[src/hdl/uart_cfg.svh]
// ****************************************
// build-time sizing for the uart peripheral
// include wherever widths, depths or the bit period are needed
// ****************************************
`ifndef UART_CFG_SVH
`define UART_CFG_SVH

// character width, 8n1 framing
`define UART_DATA_BITS 8

// queue depths, powers of two only
`define UART_TX_DEPTH 8
`define UART_RX_DEPTH 16

// clock cycles per serial bit
// short on purpose so simulation stays fast
`define UART_CLKS_PER_BIT 8

`endif
[src/hdl/uart_pkg.sv]
// ****************************************
// shared types for the uart peripheral
// reference by scoped name, e.g. uart_pkg::uart_byte_t
// ****************************************
`include "uart_cfg.svh"

package uart_pkg;

  // one character
  typedef logic [`UART_DATA_BITS-1:0] uart_byte_t;

  // watermark and fill count width, log2 of depth
  typedef logic [$clog2(`UART_TX_DEPTH)-1:0] tx_level_t;
  typedef logic [$clog2(`UART_RX_DEPTH)-1:0] rx_level_t;

  // queue flags as seen by the host
  typedef struct packed {
    logic tx_empty;
    logic tx_full;
    logic rx_empty;
    logic rx_full;
  } uart_status_t;

  typedef enum logic [1:0] {TX_IDLE, TX_START, TX_DATA, TX_STOP} tx_state_t;
  typedef enum logic [1:0] {RX_IDLE, RX_START, RX_DATA, RX_STOP} rx_state_t;

endpackage

[src/hdl/uart_fifo_top.sv]
// ****************************************
// uart peripheral top level
// host pushes tx bytes and pops rx bytes through two queues
// tx_level and rx_level set each queue's full point
// ****************************************
`timescale 1ns/100ps
`include "uart_cfg.svh"

module uart_fifo_top (
  input  logic                  clock,
  input  logic                  rst_n,
  input  logic                  tx_enable,
  input  logic                  tx_wr_en,
  input  uart_pkg::uart_byte_t  tx_data,
  input  uart_pkg::tx_level_t   tx_level,
  input  logic                  rx_rd_en,
  input  uart_pkg::rx_level_t   rx_level,
  output uart_pkg::uart_byte_t  rx_data,
  output uart_pkg::uart_status_t status,
  output logic                  frame_error,
  output logic                  rx_overrun,
  output logic                  txd,
  input  logic                  rxd
);

  // tx queue to transmitter
  logic                 tx_rd_en;
  uart_pkg::uart_byte_t tx_fifo_data;
  logic                 tx_empty;
  logic                 tx_full;

  // receiver to rx queue
  logic                 rx_wr_en;
  uart_pkg::uart_byte_t rx_fifo_data;
  logic                 rx_empty;
  logic                 rx_full;

  // host-facing transmit queue
  fifo #(
    .DATA_SIZE       (`UART_DATA_BITS),
    .DEPTH           (`UART_TX_DEPTH)
  ) i_tx_fifo (
    .clock           (clock),
    .rst_n           (rst_n),
    .wr_en           (tx_wr_en),
    .rd_en           (tx_rd_en),
    .watermark_level (tx_level),
    .wr_data         (tx_data),
    .rd_data         (tx_fifo_data),
    .empty           (tx_empty),
    .full            (tx_full)
  );

  // receive queue, drained by host reads
  fifo #(
    .DATA_SIZE       (`UART_DATA_BITS),
    .DEPTH           (`UART_RX_DEPTH)
  ) i_rx_fifo (
    .clock           (clock),
    .rst_n           (rst_n),
    .wr_en           (rx_wr_en),
    .rd_en           (rx_rd_en),
    .watermark_level (rx_level),
    .wr_data         (rx_fifo_data),
    .rd_data         (rx_data),
    .empty           (rx_empty),
    .full            (rx_full)
  );

  uart_tx i_uart_tx (
    .clock      (clock),
    .rst_n      (rst_n),
    .tx_enable  (tx_enable),
    .fifo_empty (tx_empty),
    .fifo_data  (tx_fifo_data),
    .fifo_rd_en (tx_rd_en),
    .txd        (txd)
  );

  uart_rx i_uart_rx (
    .clock       (clock),
    .rst_n       (rst_n),
    .rxd         (rxd),
    .fifo_full   (rx_full),
    .fifo_wr_en  (rx_wr_en),
    .fifo_data   (rx_fifo_data),
    .frame_error (frame_error),
    .rx_overrun  (rx_overrun)
  );

  // queue flags out to the host
  assign status.tx_empty = tx_empty;
  assign status.tx_full  = tx_full;
  assign status.rx_empty = rx_empty;
  assign status.rx_full  = rx_full;

endmodule

[src/hdl/uart_rx.sv]
// ****************************************
// 8n1 serial receiver
// two-flop sync, mid-bit sampling
// writes good bytes to the rx queue, flags frame error and overrun
// ****************************************
`timescale 1ns/100ps
`include "uart_cfg.svh"

module uart_rx (
  input  logic                 clock,
  input  logic                 rst_n,
  input  logic                 rxd,
  input  logic                 fifo_full,
  output logic                 fifo_wr_en,
  output uart_pkg::uart_byte_t fifo_data,
  output logic                 frame_error,
  output logic                 rx_overrun
);

  localparam int CNT_W = $clog2(`UART_CLKS_PER_BIT + 1);
  localparam int IDX_W = $clog2(`UART_DATA_BITS);

  uart_pkg::rx_state_t  state;
  logic [CNT_W-1:0]     clk_cnt;
  logic [IDX_W-1:0]     bit_idx;
  uart_pkg::uart_byte_t shift_reg;

  // synchronizer plus one extra stage for edge detect
  logic                 rxd_meta;
  logic                 rxd_sync;
  logic                 rxd_prev;
  logic                 fall_edge;

  logic                 half_end;
  logic                 bit_end;
  logic                 stop_sample;

  always_ff @(posedge clock or negedge rst_n) begin
    if (!rst_n) begin
      // line idles high
      rxd_meta <= 1'b1;
      rxd_sync <= 1'b1;
      rxd_prev <= 1'b1;
    end else begin
      rxd_meta <= rxd;
      rxd_sync <= rxd_meta;
      rxd_prev <= rxd_sync;
    end
  end

  assign fall_edge = rxd_prev & ~rxd_sync;

  // half a bit into start, then full bits for data and stop
  assign half_end = (clk_cnt == CNT_W'(`UART_CLKS_PER_BIT / 2 - 1));
  assign bit_end  = (clk_cnt == CNT_W'(`UART_CLKS_PER_BIT - 1));

  always_ff @(posedge clock or negedge rst_n) begin
    if (!rst_n) begin
      state   <= uart_pkg::RX_IDLE;
      clk_cnt <= '0;
      bit_idx <= '0;
    end else begin
      case (state)
        uart_pkg::RX_IDLE: begin
          clk_cnt <= '0;
          if (fall_edge) begin
            state <= uart_pkg::RX_START;
          end
        end
        uart_pkg::RX_START: begin
          if (half_end) begin
            clk_cnt <= '0;
            bit_idx <= '0;
            // high again at mid start bit, treat as glitch
            if (rxd_sync) begin
              state <= uart_pkg::RX_IDLE;
            end else begin
              state <= uart_pkg::RX_DATA;
            end
          end else begin
            clk_cnt <= clk_cnt + 1'b1;
          end
        end
        uart_pkg::RX_DATA: begin
          if (bit_end) begin
            clk_cnt <= '0;
            if (bit_idx == IDX_W'(`UART_DATA_BITS - 1)) begin
              state <= uart_pkg::RX_STOP;
            end else begin
              bit_idx <= bit_idx + 1'b1;
            end
          end else begin
            clk_cnt <= clk_cnt + 1'b1;
          end
        end
        uart_pkg::RX_STOP: begin
          // back to idle right after the mid-bit sample
          if (bit_end) begin
            clk_cnt <= '0;
            state   <= uart_pkg::RX_IDLE;
          end else begin
            clk_cnt <= clk_cnt + 1'b1;
          end
        end
        default: state <= uart_pkg::RX_IDLE;
      endcase
    end
  end

  // lsb arrives first, shift in from the top
  always_ff @(posedge clock) begin
    if (state == uart_pkg::RX_DATA && bit_end) begin
      shift_reg <= {rxd_sync, shift_reg[`UART_DATA_BITS-1:1]};
    end
  end

  assign stop_sample = (state == uart_pkg::RX_STOP) && bit_end;

  // stop high: write, or drop on a full queue
  assign fifo_wr_en  = stop_sample && rxd_sync && !fifo_full;
  assign rx_overrun  = stop_sample && rxd_sync && fifo_full;
  // stop low: nothing written
  assign frame_error = stop_sample && !rxd_sync;
  assign fifo_data   = shift_reg;

endmodule

[src/hdl/uart_tx.sv]
// ****************************************
// 8n1 serial transmitter
// pops one byte from the tx queue per frame
// stalls in idle while tx_enable is low
// ****************************************
`timescale 1ns/100ps
`include "uart_cfg.svh"

module uart_tx (
  input  logic                clock,
  input  logic                rst_n,
  input  logic                tx_enable,
  input  logic                fifo_empty,
  input  uart_pkg::uart_byte_t fifo_data,
  output logic                fifo_rd_en,
  output logic                txd
);

  localparam int CNT_W = $clog2(`UART_CLKS_PER_BIT + 1);
  localparam int IDX_W = $clog2(`UART_DATA_BITS);

  uart_pkg::tx_state_t  state;
  logic [CNT_W-1:0]     clk_cnt;
  logic [IDX_W-1:0]     bit_idx;
  uart_pkg::uart_byte_t shift_reg;
  logic                 bit_end;

  // last cycle of the current bit period
  assign bit_end = (clk_cnt == CNT_W'(`UART_CLKS_PER_BIT - 1));

  // single-cycle pop, only from idle
  assign fifo_rd_en = (state == uart_pkg::TX_IDLE) && tx_enable && !fifo_empty;

  always_ff @(posedge clock or negedge rst_n) begin
    if (!rst_n) begin
      state   <= uart_pkg::TX_IDLE;
      clk_cnt <= '0;
      bit_idx <= '0;
    end else begin
      case (state)
        uart_pkg::TX_IDLE: begin
          clk_cnt <= '0;
          if (fifo_rd_en) begin
            state <= uart_pkg::TX_START;
          end
        end
        uart_pkg::TX_START: begin
          if (bit_end) begin
            clk_cnt <= '0;
            bit_idx <= '0;
            state   <= uart_pkg::TX_DATA;
          end else begin
            clk_cnt <= clk_cnt + 1'b1;
          end
        end
        uart_pkg::TX_DATA: begin
          if (bit_end) begin
            clk_cnt <= '0;
            // msb sent, go to stop
            if (bit_idx == IDX_W'(`UART_DATA_BITS - 1)) begin
              state <= uart_pkg::TX_STOP;
            end else begin
              bit_idx <= bit_idx + 1'b1;
            end
          end else begin
            clk_cnt <= clk_cnt + 1'b1;
          end
        end
        uart_pkg::TX_STOP: begin
          if (bit_end) begin
            clk_cnt <= '0;
            state   <= uart_pkg::TX_IDLE;
          end else begin
            clk_cnt <= clk_cnt + 1'b1;
          end
        end
        default: state <= uart_pkg::TX_IDLE;
      endcase
    end
  end

  // capture on pop, shift lsb first
  always_ff @(posedge clock) begin
    if (fifo_rd_en) begin
      shift_reg <= fifo_data;
    end else if (state == uart_pkg::TX_DATA && bit_end) begin
      shift_reg <= shift_reg >> 1;
    end
  end

  // line level per state, idle and stop are high
  always_comb begin
    case (state)
      uart_pkg::TX_START: txd = 1'b0;
      uart_pkg::TX_DATA:  txd = shift_reg[0];
      default:            txd = 1'b1;
    endcase
  end

endmodule

[src/hdl/fifo.sv]
// ****************************************
// register-array queue with show-ahead read
// full means fill count == watermark_level
// depth must be a power of two
// ****************************************
`timescale 1ns/100ps

module fifo #(
  parameter int DATA_SIZE = 8,
  parameter int DEPTH     = 8
) (
  input  logic                     clock,
  input  logic                     rst_n,
  input  logic                     wr_en,
  input  logic                     rd_en,
  input  logic [$clog2(DEPTH)-1:0] watermark_level,
  input  logic [DATA_SIZE-1:0]     wr_data,
  output logic [DATA_SIZE-1:0]     rd_data,
  output logic                     empty,
  output logic                     full
);

  localparam int ADDR_W = $clog2(DEPTH);

  // pointers and occupancy
  logic [ADDR_W-1:0]    rd_ptr;
  logic [ADDR_W-1:0]    wr_ptr;
  logic [ADDR_W-1:0]    fill_count;

  // storage
  logic [DATA_SIZE-1:0] mem [DEPTH];

  // accepted transfers
  logic                 wr_accept;
  logic                 rd_accept;

  assign wr_accept = wr_en & ~full;
  assign rd_accept = rd_en & ~empty;

  // read pointer, advances on accepted read
  sync_parallel_counter #(
    .size       (ADDR_W),
    .init_value (0)
  ) i_rd_pointer (
    .clock      (clock),
    .rst_n      (rst_n),
    .load       (1'b0),
    .load_value (ADDR_W'(0)),
    .inc_enable (rd_accept),
    .dec_enable (1'b0),
    .value      (rd_ptr)
  );

  // write pointer, advances on accepted write
  sync_parallel_counter #(
    .size       (ADDR_W),
    .init_value (0)
  ) i_wr_pointer (
    .clock      (clock),
    .rst_n      (rst_n),
    .load       (1'b0),
    .load_value (ADDR_W'(0)),
    .inc_enable (wr_accept),
    .dec_enable (1'b0),
    .value      (wr_ptr)
  );

  // fill count, simultaneous push and pop leaves it unchanged
  sync_parallel_counter #(
    .size       (ADDR_W),
    .init_value (0)
  ) i_fill_count (
    .clock      (clock),
    .rst_n      (rst_n),
    .load       (1'b0),
    .load_value (ADDR_W'(0)),
    .inc_enable (wr_accept),
    .dec_enable (rd_accept),
    .value      (fill_count)
  );

  always_ff @(posedge clock) begin
    if (wr_accept) begin
      mem[wr_ptr] <= wr_data;
    end
  end

  // show-ahead, oldest entry always visible
  assign rd_data = mem[rd_ptr];

  assign empty = (fill_count == '0);
  // level of 0 blocks every write
  assign full  = (fill_count == watermark_level);

endmodule

[src/hdl/sync_parallel_counter.sv]
// ****************************************
// loadable up/down counter
// used for queue pointers and fill count
// ****************************************
`timescale 1ns/100ps

module sync_parallel_counter #(
  parameter int size       = 4,
  parameter int init_value = 0
) (
  input  logic            clock,
  input  logic            rst_n,
  input  logic            load,
  input  logic [size-1:0] load_value,
  input  logic            inc_enable,
  input  logic            dec_enable,
  output logic [size-1:0] value
);

  always_ff @(posedge clock or negedge rst_n) begin
    if (!rst_n) begin
      value <= size'(init_value);
    end else if (load) begin
      // load wins over counting
      value <= load_value;
    end else if (inc_enable && !dec_enable) begin
      // wraps modulo 2^size
      value <= value + 1'b1;
    end else if (dec_enable && !inc_enable) begin
      value <= value - 1'b1;
    end
    // both or neither enable set, hold
  end

endmodule

[config.mk]
export PLATFORM = sky130hd
export DESIGN_NAME = uart_fifo_top
export DESIGN_NICKNAME = d
export VERILOG_FILES = /design/src/hdl/uart_pkg.sv /design/src/hdl/uart_fifo_top.sv /design/src/hdl/uart_rx.sv /design/src/hdl/uart_tx.sv /design/src/hdl/fifo.sv /design/src/hdl/sync_parallel_counter.sv
export VERILOG_INCLUDE_DIRS = /design/src /design/src/hdl
export SDC_FILE = /design/constraint.sdc
export NUM_CORES = 1
export LEC_CHECK = 0
export BUFFER_PORTS_ARGS = -buffer_cell sky130_fd_sc_hd__buf_2
export CORE_AREA = 4 4 142 144
export DETAILED_ROUTE_END_ITERATION = 10
export DIE_AREA = 0 0 146 148
export PLACE_DENSITY = 0.81
export SLEW_MARGIN = 20
export SYNTH_ARGS = -nofsm -noshare
export SYNTH_HDL_FRONTEND = slang
export SYNTH_SLANG_ARGS = --single-unit
[constraint.sdc]
create_clock -name clock -period 2.7 [get_ports clock]
set_input_delay 0.27 -clock clock [delete_from_list [all_inputs] [get_ports clock]]
set_output_delay 0.27 -clock clock [all_outputs]
set_load 0.01 [all_outputs]
After elaboration in Yosys (flattened, before gate mapping). Memory sizes are Yosys's and may differ from the RTL's. Cells that the tools add are included.

Memories kept: 2. Input bits: 21. Word-level logic and storage cells: 138. Bits in writable memories: 192. Output and inout port bits: 15. ROM bits: 0. Bits in latches: 0. Flip-flop bits (word level): 58.

Magnitude comparators: 0. Reductions and logical operators: 35. Add/sub/neg operators: 12. $mul: 0. Bitwise gates (word level): 10. Eq/ne operators: 25. Shifts and indexed selects: 0. Multiplexer cells: 37. Divide/modulo/power cells: 0.

Memory list: i_rx_fifo.mem (depth 16, bits a word 8, rd ports 1, clocked after Yosys merged registers in 0, write ports 1, RTL line fifo.sv:31) `logic [DATA_SIZE-1:0] mem [DEPTH];`; i_tx_fifo.mem (depth 8, bits a word 8, rd ports 1, clocked after Yosys merged registers in 0, write ports 1, RTL line fifo.sv:31).

Operators by type and width (count): $mux W3 (8); $mux W2 (11); $add A4 B1 Y4 const B (5); $mux W4 (5); $ne A2 B1 Y1 const B (9); $mux W8 (2); $pmux W2 S4 (2); $add A3 B1 Y3 const B (5); $logic_and A1 B1 Y1 (13); $pmux W3 S2 (2); $pmux W4 S3 (1); $reduce_and A5 Y1 (2); $reduce_bool A2 Y1 (5); $eq A2 B2 Y1 const B (4); $eq A4 B3 Y1 const B (2); $pmux W4 S2 (1); $reduce_and A4 Y1 (2); $logic_not A1 Y1 (7); $eq A3 B3 Y1 const B (2); $ne A2 B2 Y1 const B (3); $and A1 B1 Y1 (5); $not A1 Y1 (5); $eq A2 B1 Y1 const B (2); $eq A4 B2 Y1 const B (1); 11 further kinds (15).

Depth between registers and ports, before layout.
Depth in word-level cells: 9. Depth in mapped cells: 11. Mapped depth without buffers: 11.

Modules after synthesis. A second synthesis with hierarchy kept.

Cells, all modules: 647. Area total of the unflattened synthesis: 11028.1 µm².

Modules (own cells, without submodules): fifo (i_rx_fifo) (cells each 231, area an instance 5091.1 µm², seq. area each 3843.7 µm², instances 1); fifo (i_tx_fifo) (cells each 118, area an instance 2656.3 µm², seq. area each 1921.8 µm², instances 1); uart_tx (cells each 78, area an instance 935.9 µm², seq. area each 465.4 µm², instances 1); uart_rx (cells each 72, area an instance 884.6 µm², seq. area each 544.3 µm², instances 1); sync_parallel_counter (i_rx_fifo.i_fill_count ...) (cells each 29, area an instance 284.0 µm², seq. area each 100.1 µm², instances 3); sync_parallel_counter (i_tx_fifo.i_fill_count ...) (cells each 19, area an instance 192.7 µm², seq. area each 75.1 µm², instances 3); uart_fifo_top (cells each 4, area an instance 30.0 µm², seq. area each 0.0 µm², instances 1).

Worst setup path before layout. No wires, ideal clock.

Kind: reg2reg. Start point: register i_uart_rx.clk_cnt[0]. End point: register i_rx_fifo.i_fill_count.value[3]. Clock period less this slack: 2.562 ns. Stages on the path, launching flop included: 11. Arrival time: 2.426 ns. Buffers on the path: 0. Required time: 2.564 ns. Library setup time: 0.136 ns. Slack: 0.138 ns. Cell sequence: dfrtp_1 -> ha_1 -> nand4b_1 -> nor2_2 -> and2_1 -> ha_1 -> inv_1 -> ha_1 -> a21o_1 -> a2111oi_0 -> o31ai_1.

Word-level cells in the longest chain between the ends: 8. Elaborated cells between the ends (all ways): 10. Those cells by class: eq/ne: 1; mux: 1; bitwise: 1; reduce/logical: 7.

RTL lines: from (decl) (RTL line uart_rx.sv:24) `logic [CNT_W-1:0] clk_cnt;`; from (signal assigned) (RTL line uart_rx.sv:81) `clk_cnt <= clk_cnt + 1'b1;`; from (signal assigned) (RTL line uart_rx.sv:93) `clk_cnt <= clk_cnt + 1'b1;`; from (signal assigned) (RTL line uart_rx.sv:102) `clk_cnt <= clk_cnt + 1'b1;`; $eq A4 B3 Y1 (*) (RTL line uart_rx.sv:55) `` assign bit_end = (clk_cnt == CNT_W'(`UART_CLKS_PER_BIT - 1)); ``; $logic_and A1 B1 Y1 (*) (RTL line uart_rx.sv:117) `assign stop_sample = (state == uart_pkg::RX_STOP) && bit_end;`; $logic_and A1 B1 Y1 (*) (2 in a row) (RTL line uart_rx.sv:120) `assign fifo_wr_en = stop_sample && rxd_sync && !fifo_full;`; $and A1 B1 Y1 (*) (RTL line fifo.sv:37) `assign wr_accept = wr_en & ~full;`; via i_rx_fifo.i_fill_count.inc_enable (RTL line sync_parallel_counter.sv:15) `input logic inc_enable,`; $logic_not A1 Y1; $logic_and A1 B1 Y1 (RTL line sync_parallel_counter.sv:29) `end else if (dec_enable && !inc_enable) begin`; $reduce_bool A2 Y1 (no source line); to (signal assigned) (RTL line sync_parallel_counter.sv:25) `value <= load_value;`; to (signal assigned) (RTL line sync_parallel_counter.sv:28) `value <= value + 1'b1;`; to (signal assigned) (RTL line sync_parallel_counter.sv:30) `value <= value - 1'b1;`; to (decl) (RTL line sync_parallel_counter.sv:17) `output logic [size-1:0] value`.

Mark *: on every way through the listed nets, which the timed path passes. The rest lies on a longest branch. A chain may end at the register's enable or synchronous reset.

Worst setup path in the final report.
Start point: register i_rx_fifo.i_rd_pointer.value[0]. End point: output rx_data[4].

Word-level cells in the longest chain between the ends: 1.

RTL lines: from (decl) (RTL line sync_parallel_counter.sv:17); from (signal assigned) (RTL line sync_parallel_counter.sv:22) `value <= size'(init_value);`; from (signal assigned) (RTL line sync_parallel_counter.sv:25); from (signal assigned) (RTL line sync_parallel_counter.sv:28); $mem_v2 Z16 W8; to (decl) (RTL line uart_fifo_top.sv:18) `output uart_pkg::uart_byte_t rx_data,`.

Every way passes these cells.

==> impl_metrics.json <==
{
  "numCtsBuffers": 25,
  "clk_latency_ns": 0.51,
  "drive_gt1_share_pct": 23.4,
  "top_regs": "i_rx_fifo.mem (128), i_tx_fifo.mem (64)",
  "worstPathRequired_ns": 2.43,
  "gr-total-overflow": 0,
  "power_frac_seq_pct": 46.0,
  "synth_compound_area_share_pct": 4.63,
  "maxCapViolCount": 0,
  "grt_usage_pct": 18.4,
  "multi_input_area_sq_um": 2810,
  "drv_slew": 0,
  "chipHeight_um": 148,
  "final-hold-violation-count": 0,
  "swShare_pct": 27.8,
  "synth_fa_ha_area_share_pct": 3.04,
  "gp_congestion": 0.876,
  "chipWidth_um": 146,
  "reg2regPathDepth": 9,
  "hpwl_mm": 12.4,
  "port_buffers": 35,
  "slew_headroom_pct": 36.5,
  "ys_ff_latch": 250,
  "synth_cell_type_count": 55,
  "hold_ws_ns": 0.0397,
  "path_cells": "buf_12, mux4_1, a22oi_1, nand2_1, buf_2",
  "p_leak_uw": 0.00419,
  "die_area_sq_um": 21600,
  "synth_area_per_cell_sq_um": 17.2,
  "synth_warnings": 0,
  "via_per_inst": 5.92,
  "fp.coreArea_sq_um": 18700,
  "rsz0062_at_grt": "true",
  "initial_core_util_pct": 55.4,
  "period_share_pct": 93.8,
  "cts_tree": "done",
  "synthXorXnorAreaFrac_pct": 1.94,
  "num_vias": 5438,
  "ys.flop_type": "edfxtp_1",
  "cp-end-kind": "primary output",
  "num_rows": 50,
  "syn2layout_area_growth_pct": 13.1,
  "synthSimpleGateAreaFrac_pct": 5.64,
  "synth_nets": 646,
  "async_reset_ff_share_pct": 16.8,
  "vdd_drop_max_uv": 669,
  "firstDrtPassIters": 5,
  "antenna_found_initial": 0,
  "clockPowerShare_pct": 31.6,
  "internal_power_uw": 7580,
  "clkSinkCount": 250,
  "switching_power_uw": 2930,
  "tightest_slew_ns": 0.953,
  "cp.arrival_ns": 2.26,
  "cts_root_buf": "clkbuf_16",
  "critPathMaxFanout": 15,
  "slowest_delay_ns": 0.63,
  "worst-setup-path-type": "reg2out",
  "grt_max_degree": 43,
  "min_period_ns": 2.53,
  "final_nets": 711,
  "postRouteAntennaNets": 0,
  "outcome": "finished clean",
  "seq_area_frac_synth_pct": 70.5,
  "syn_inst": 601,
  "finClkSkew_ns": 0.0220,
  "drcViolationCount": 0,
  "grt_pass1_wl_mm": 31.4,
  "io_pins": 36,
  "synth_edf_count": 208,
  "largest_reg_flops": 128,
  "combPwrFrac_pct": 22.4,
  "num-fill-cells": 1279,
  "final_area_sq_um": 11700,
  "synth_top_family_by_area": "multiplexers",
  "p_per_area_nw_per_um2": 897,
  "netlist_area_sq_um": 10400,
  "setup_viol": 0,
  "first_global_vias": 5767,
  "start_kind": "register",
  "regMostFlops": "i_rx_fifo.mem",
  "wl_per_cell_um": 21.2,
  "ctsHtreeMaxLevel": 1,
  "crit_slowest_cell": "mux4_1",
  "synthMuxAreaShare_pct": 11.7,
  "hold_path_depth": 1,
  "antennaDiodeCount": 0,
  "fmaxAchievable_ghz": 0.395,
  "dpl_cell_area_sq_um": 10800,
  "drtIter0Drc": 309,
  "hold_path_class": "in2reg",
  "routed_wl_mm": 19.5,
  "clk_path_buf_depth": 3,
  "final-seq-area_sq_um": 7300,
  "clk_pin_slew_ns": 0.06
}
## worst max-delay path: cells and delay by family, from the launching register on
kind,cells,cell delay (ns)
multiplexers,1,0.63
flip-flops,1,0.46
buffers and inverters,2,0.34
AO/OA/AOI/OAI,1,0.23
AND/OR/NAND/NOR,1,0.07
## cell usage in the layout, fill, tap and decap left out, types with 3 or more instances in the layout
cell type  netlist  layout
edfxtp_1       208     208
dfrtp_1         39      37
buf_2            5      35
nand2_1         34      34
clkbuf_16        0      27
nor2_1          26      26
mux4_2          26      26
buf_4            7      26
mux2_2          20      20
ha_1            22      20
xnor2_1         19      19
mux2i_1         18      18
nor3_1          17      17
a22oi_1         16      16
inv_1           15      15
nand3_1         10      10
o22ai_1          8       8
a221o_1          8       8
mux4_1           8       8
o21ai_0          8       8
nor2b_1          7       7
o21ai_1          7       7
a22o_1           7       7
nand2b_1         6       6
a21oi_1          5       5
clkinv_2         0       5
and3_1           4       4
xor2_1           4       4
clkinv_1         0       4
nand4_1          3       3
clkbuf_8         0       3
clkbuf_1         5       3
dfstp_2          3       3
## path summary, 6_finish.rpt
path | start | to | slack, ns
worst max-delay path | i_rx_fifo.i_rd_pointer.value[0] | rx_data[4] | 0.17
worst min register to register | i_uart_rx.rxd_meta | i_uart_rx.rxd_sync | 0.35
worst max register to register | i_rx_fifo.i_fill_count.value[0] | i_rx_fifo.i_fill_count.value[3] | 0.17
max in group asynchronous | rst_n | i_rx_fifo.i_fill_count.value[0] | 1.60
min in group asynchronous | rst_n | i_tx_fifo.i_fill_count.value[2] | 0.45
worst min-delay path | tx_data[7] | i_tx_fifo.mem[7][7] | 0.04
## stage by stage
step	util [%]	power, uW	worst slack (ns)	std cells	setup TNS [ns]
6_report	62.6	10500	0.166	918	0
5_1_grt	62.6	11000	-0.00354	918	-0.00354
4_1_cts	62.4	10500	0.00673	915	0
3_5_place_dp	57.9	7170	0.00539	868	0
3_3_place_gp	57.9	7030	0.173	868	0
2_1_floorplan	-	6570	0.138	601	0
## cells by family after synthesis
family,count (synthesis)
compound gates,68
xor+xnor,23
fa+ha+maj,24
buf+inv,43
flops,250
mux,73
simple gates,120
## power by group through the flow
stage	clock, uW	combinational, uW	sequential (uW)
after floorplan	0	1810	4750
after global placement	0	2170	4860
after detailed placement	0	2260	4910
after CTS	3370	2280	4840
after global routing	3540	2610	4880
final	3320	2350	4840
## Yosys cell counts (all sizes together) (4+ instances only)
| library cell | count | area, sq um |
|---|---|---|
| edfxtp | 208 | 6250 |
| dfrtp | 39 | 976 |
| mux4 | 34 | 796 |
| nand2 | 34 | 128 |
| nor2 | 27 | 104 |
| ha | 22 | 275 |
| mux2 | 21 | 236 |
| buf | 19 | 154 |
| xnor2 | 19 | 166 |
| mux2i | 18 | 180 |
| nor3 | 17 | 85.1 |
| a22oi | 16 | 120 |
| inv | 15 | 56.3 |
| o21ai | 15 | 75.1 |
| nand3 | 10 | 50.1 |
| a221o | 8 | 80.1 |
| o22ai | 8 | 50.1 |
| a22o | 7 | 61.3 |
| nor2b | 7 | 43.8 |
| clkbuf | 6 | 26.3 |
| nand2b | 6 | 37.5 |
| a21oi | 5 | 25.0 |
| and3 | 4 | 25.0 |
| xor2 | 4 | 35.0 |
## metal layers
| metal | track usage [%] | share of wire (%) |
|---|---|---|
| met1 | 23.3 | 41 |
| met2 | 33.3 | 52 |
| met3 | 3.28 | 4.6 |
| met4 | 4.09 | 1.7 |
| met5 | 0 | 0 |
## final cells by class
class	instances	share of cell area, %
clock buffer	32	6.00
clock inverter	13	0.811
inverter	15	0.480
multi-input combinational	308	24.0
sequential	250	62.3
tap	234	2.50
timing repair buffer	66	3.89
## what timing repair did
item / 4_1_cts / 5_1_grt
gates cloned: 0 / 1
endpoints found under the hold margin: 40 / 0
resized for setup: 2 / 5
hold buffers: 2 / 0
setup buffers: 0 / 2
endpoints found under the setup margin: 1 / 9
(Power assumes the default switching activity.)
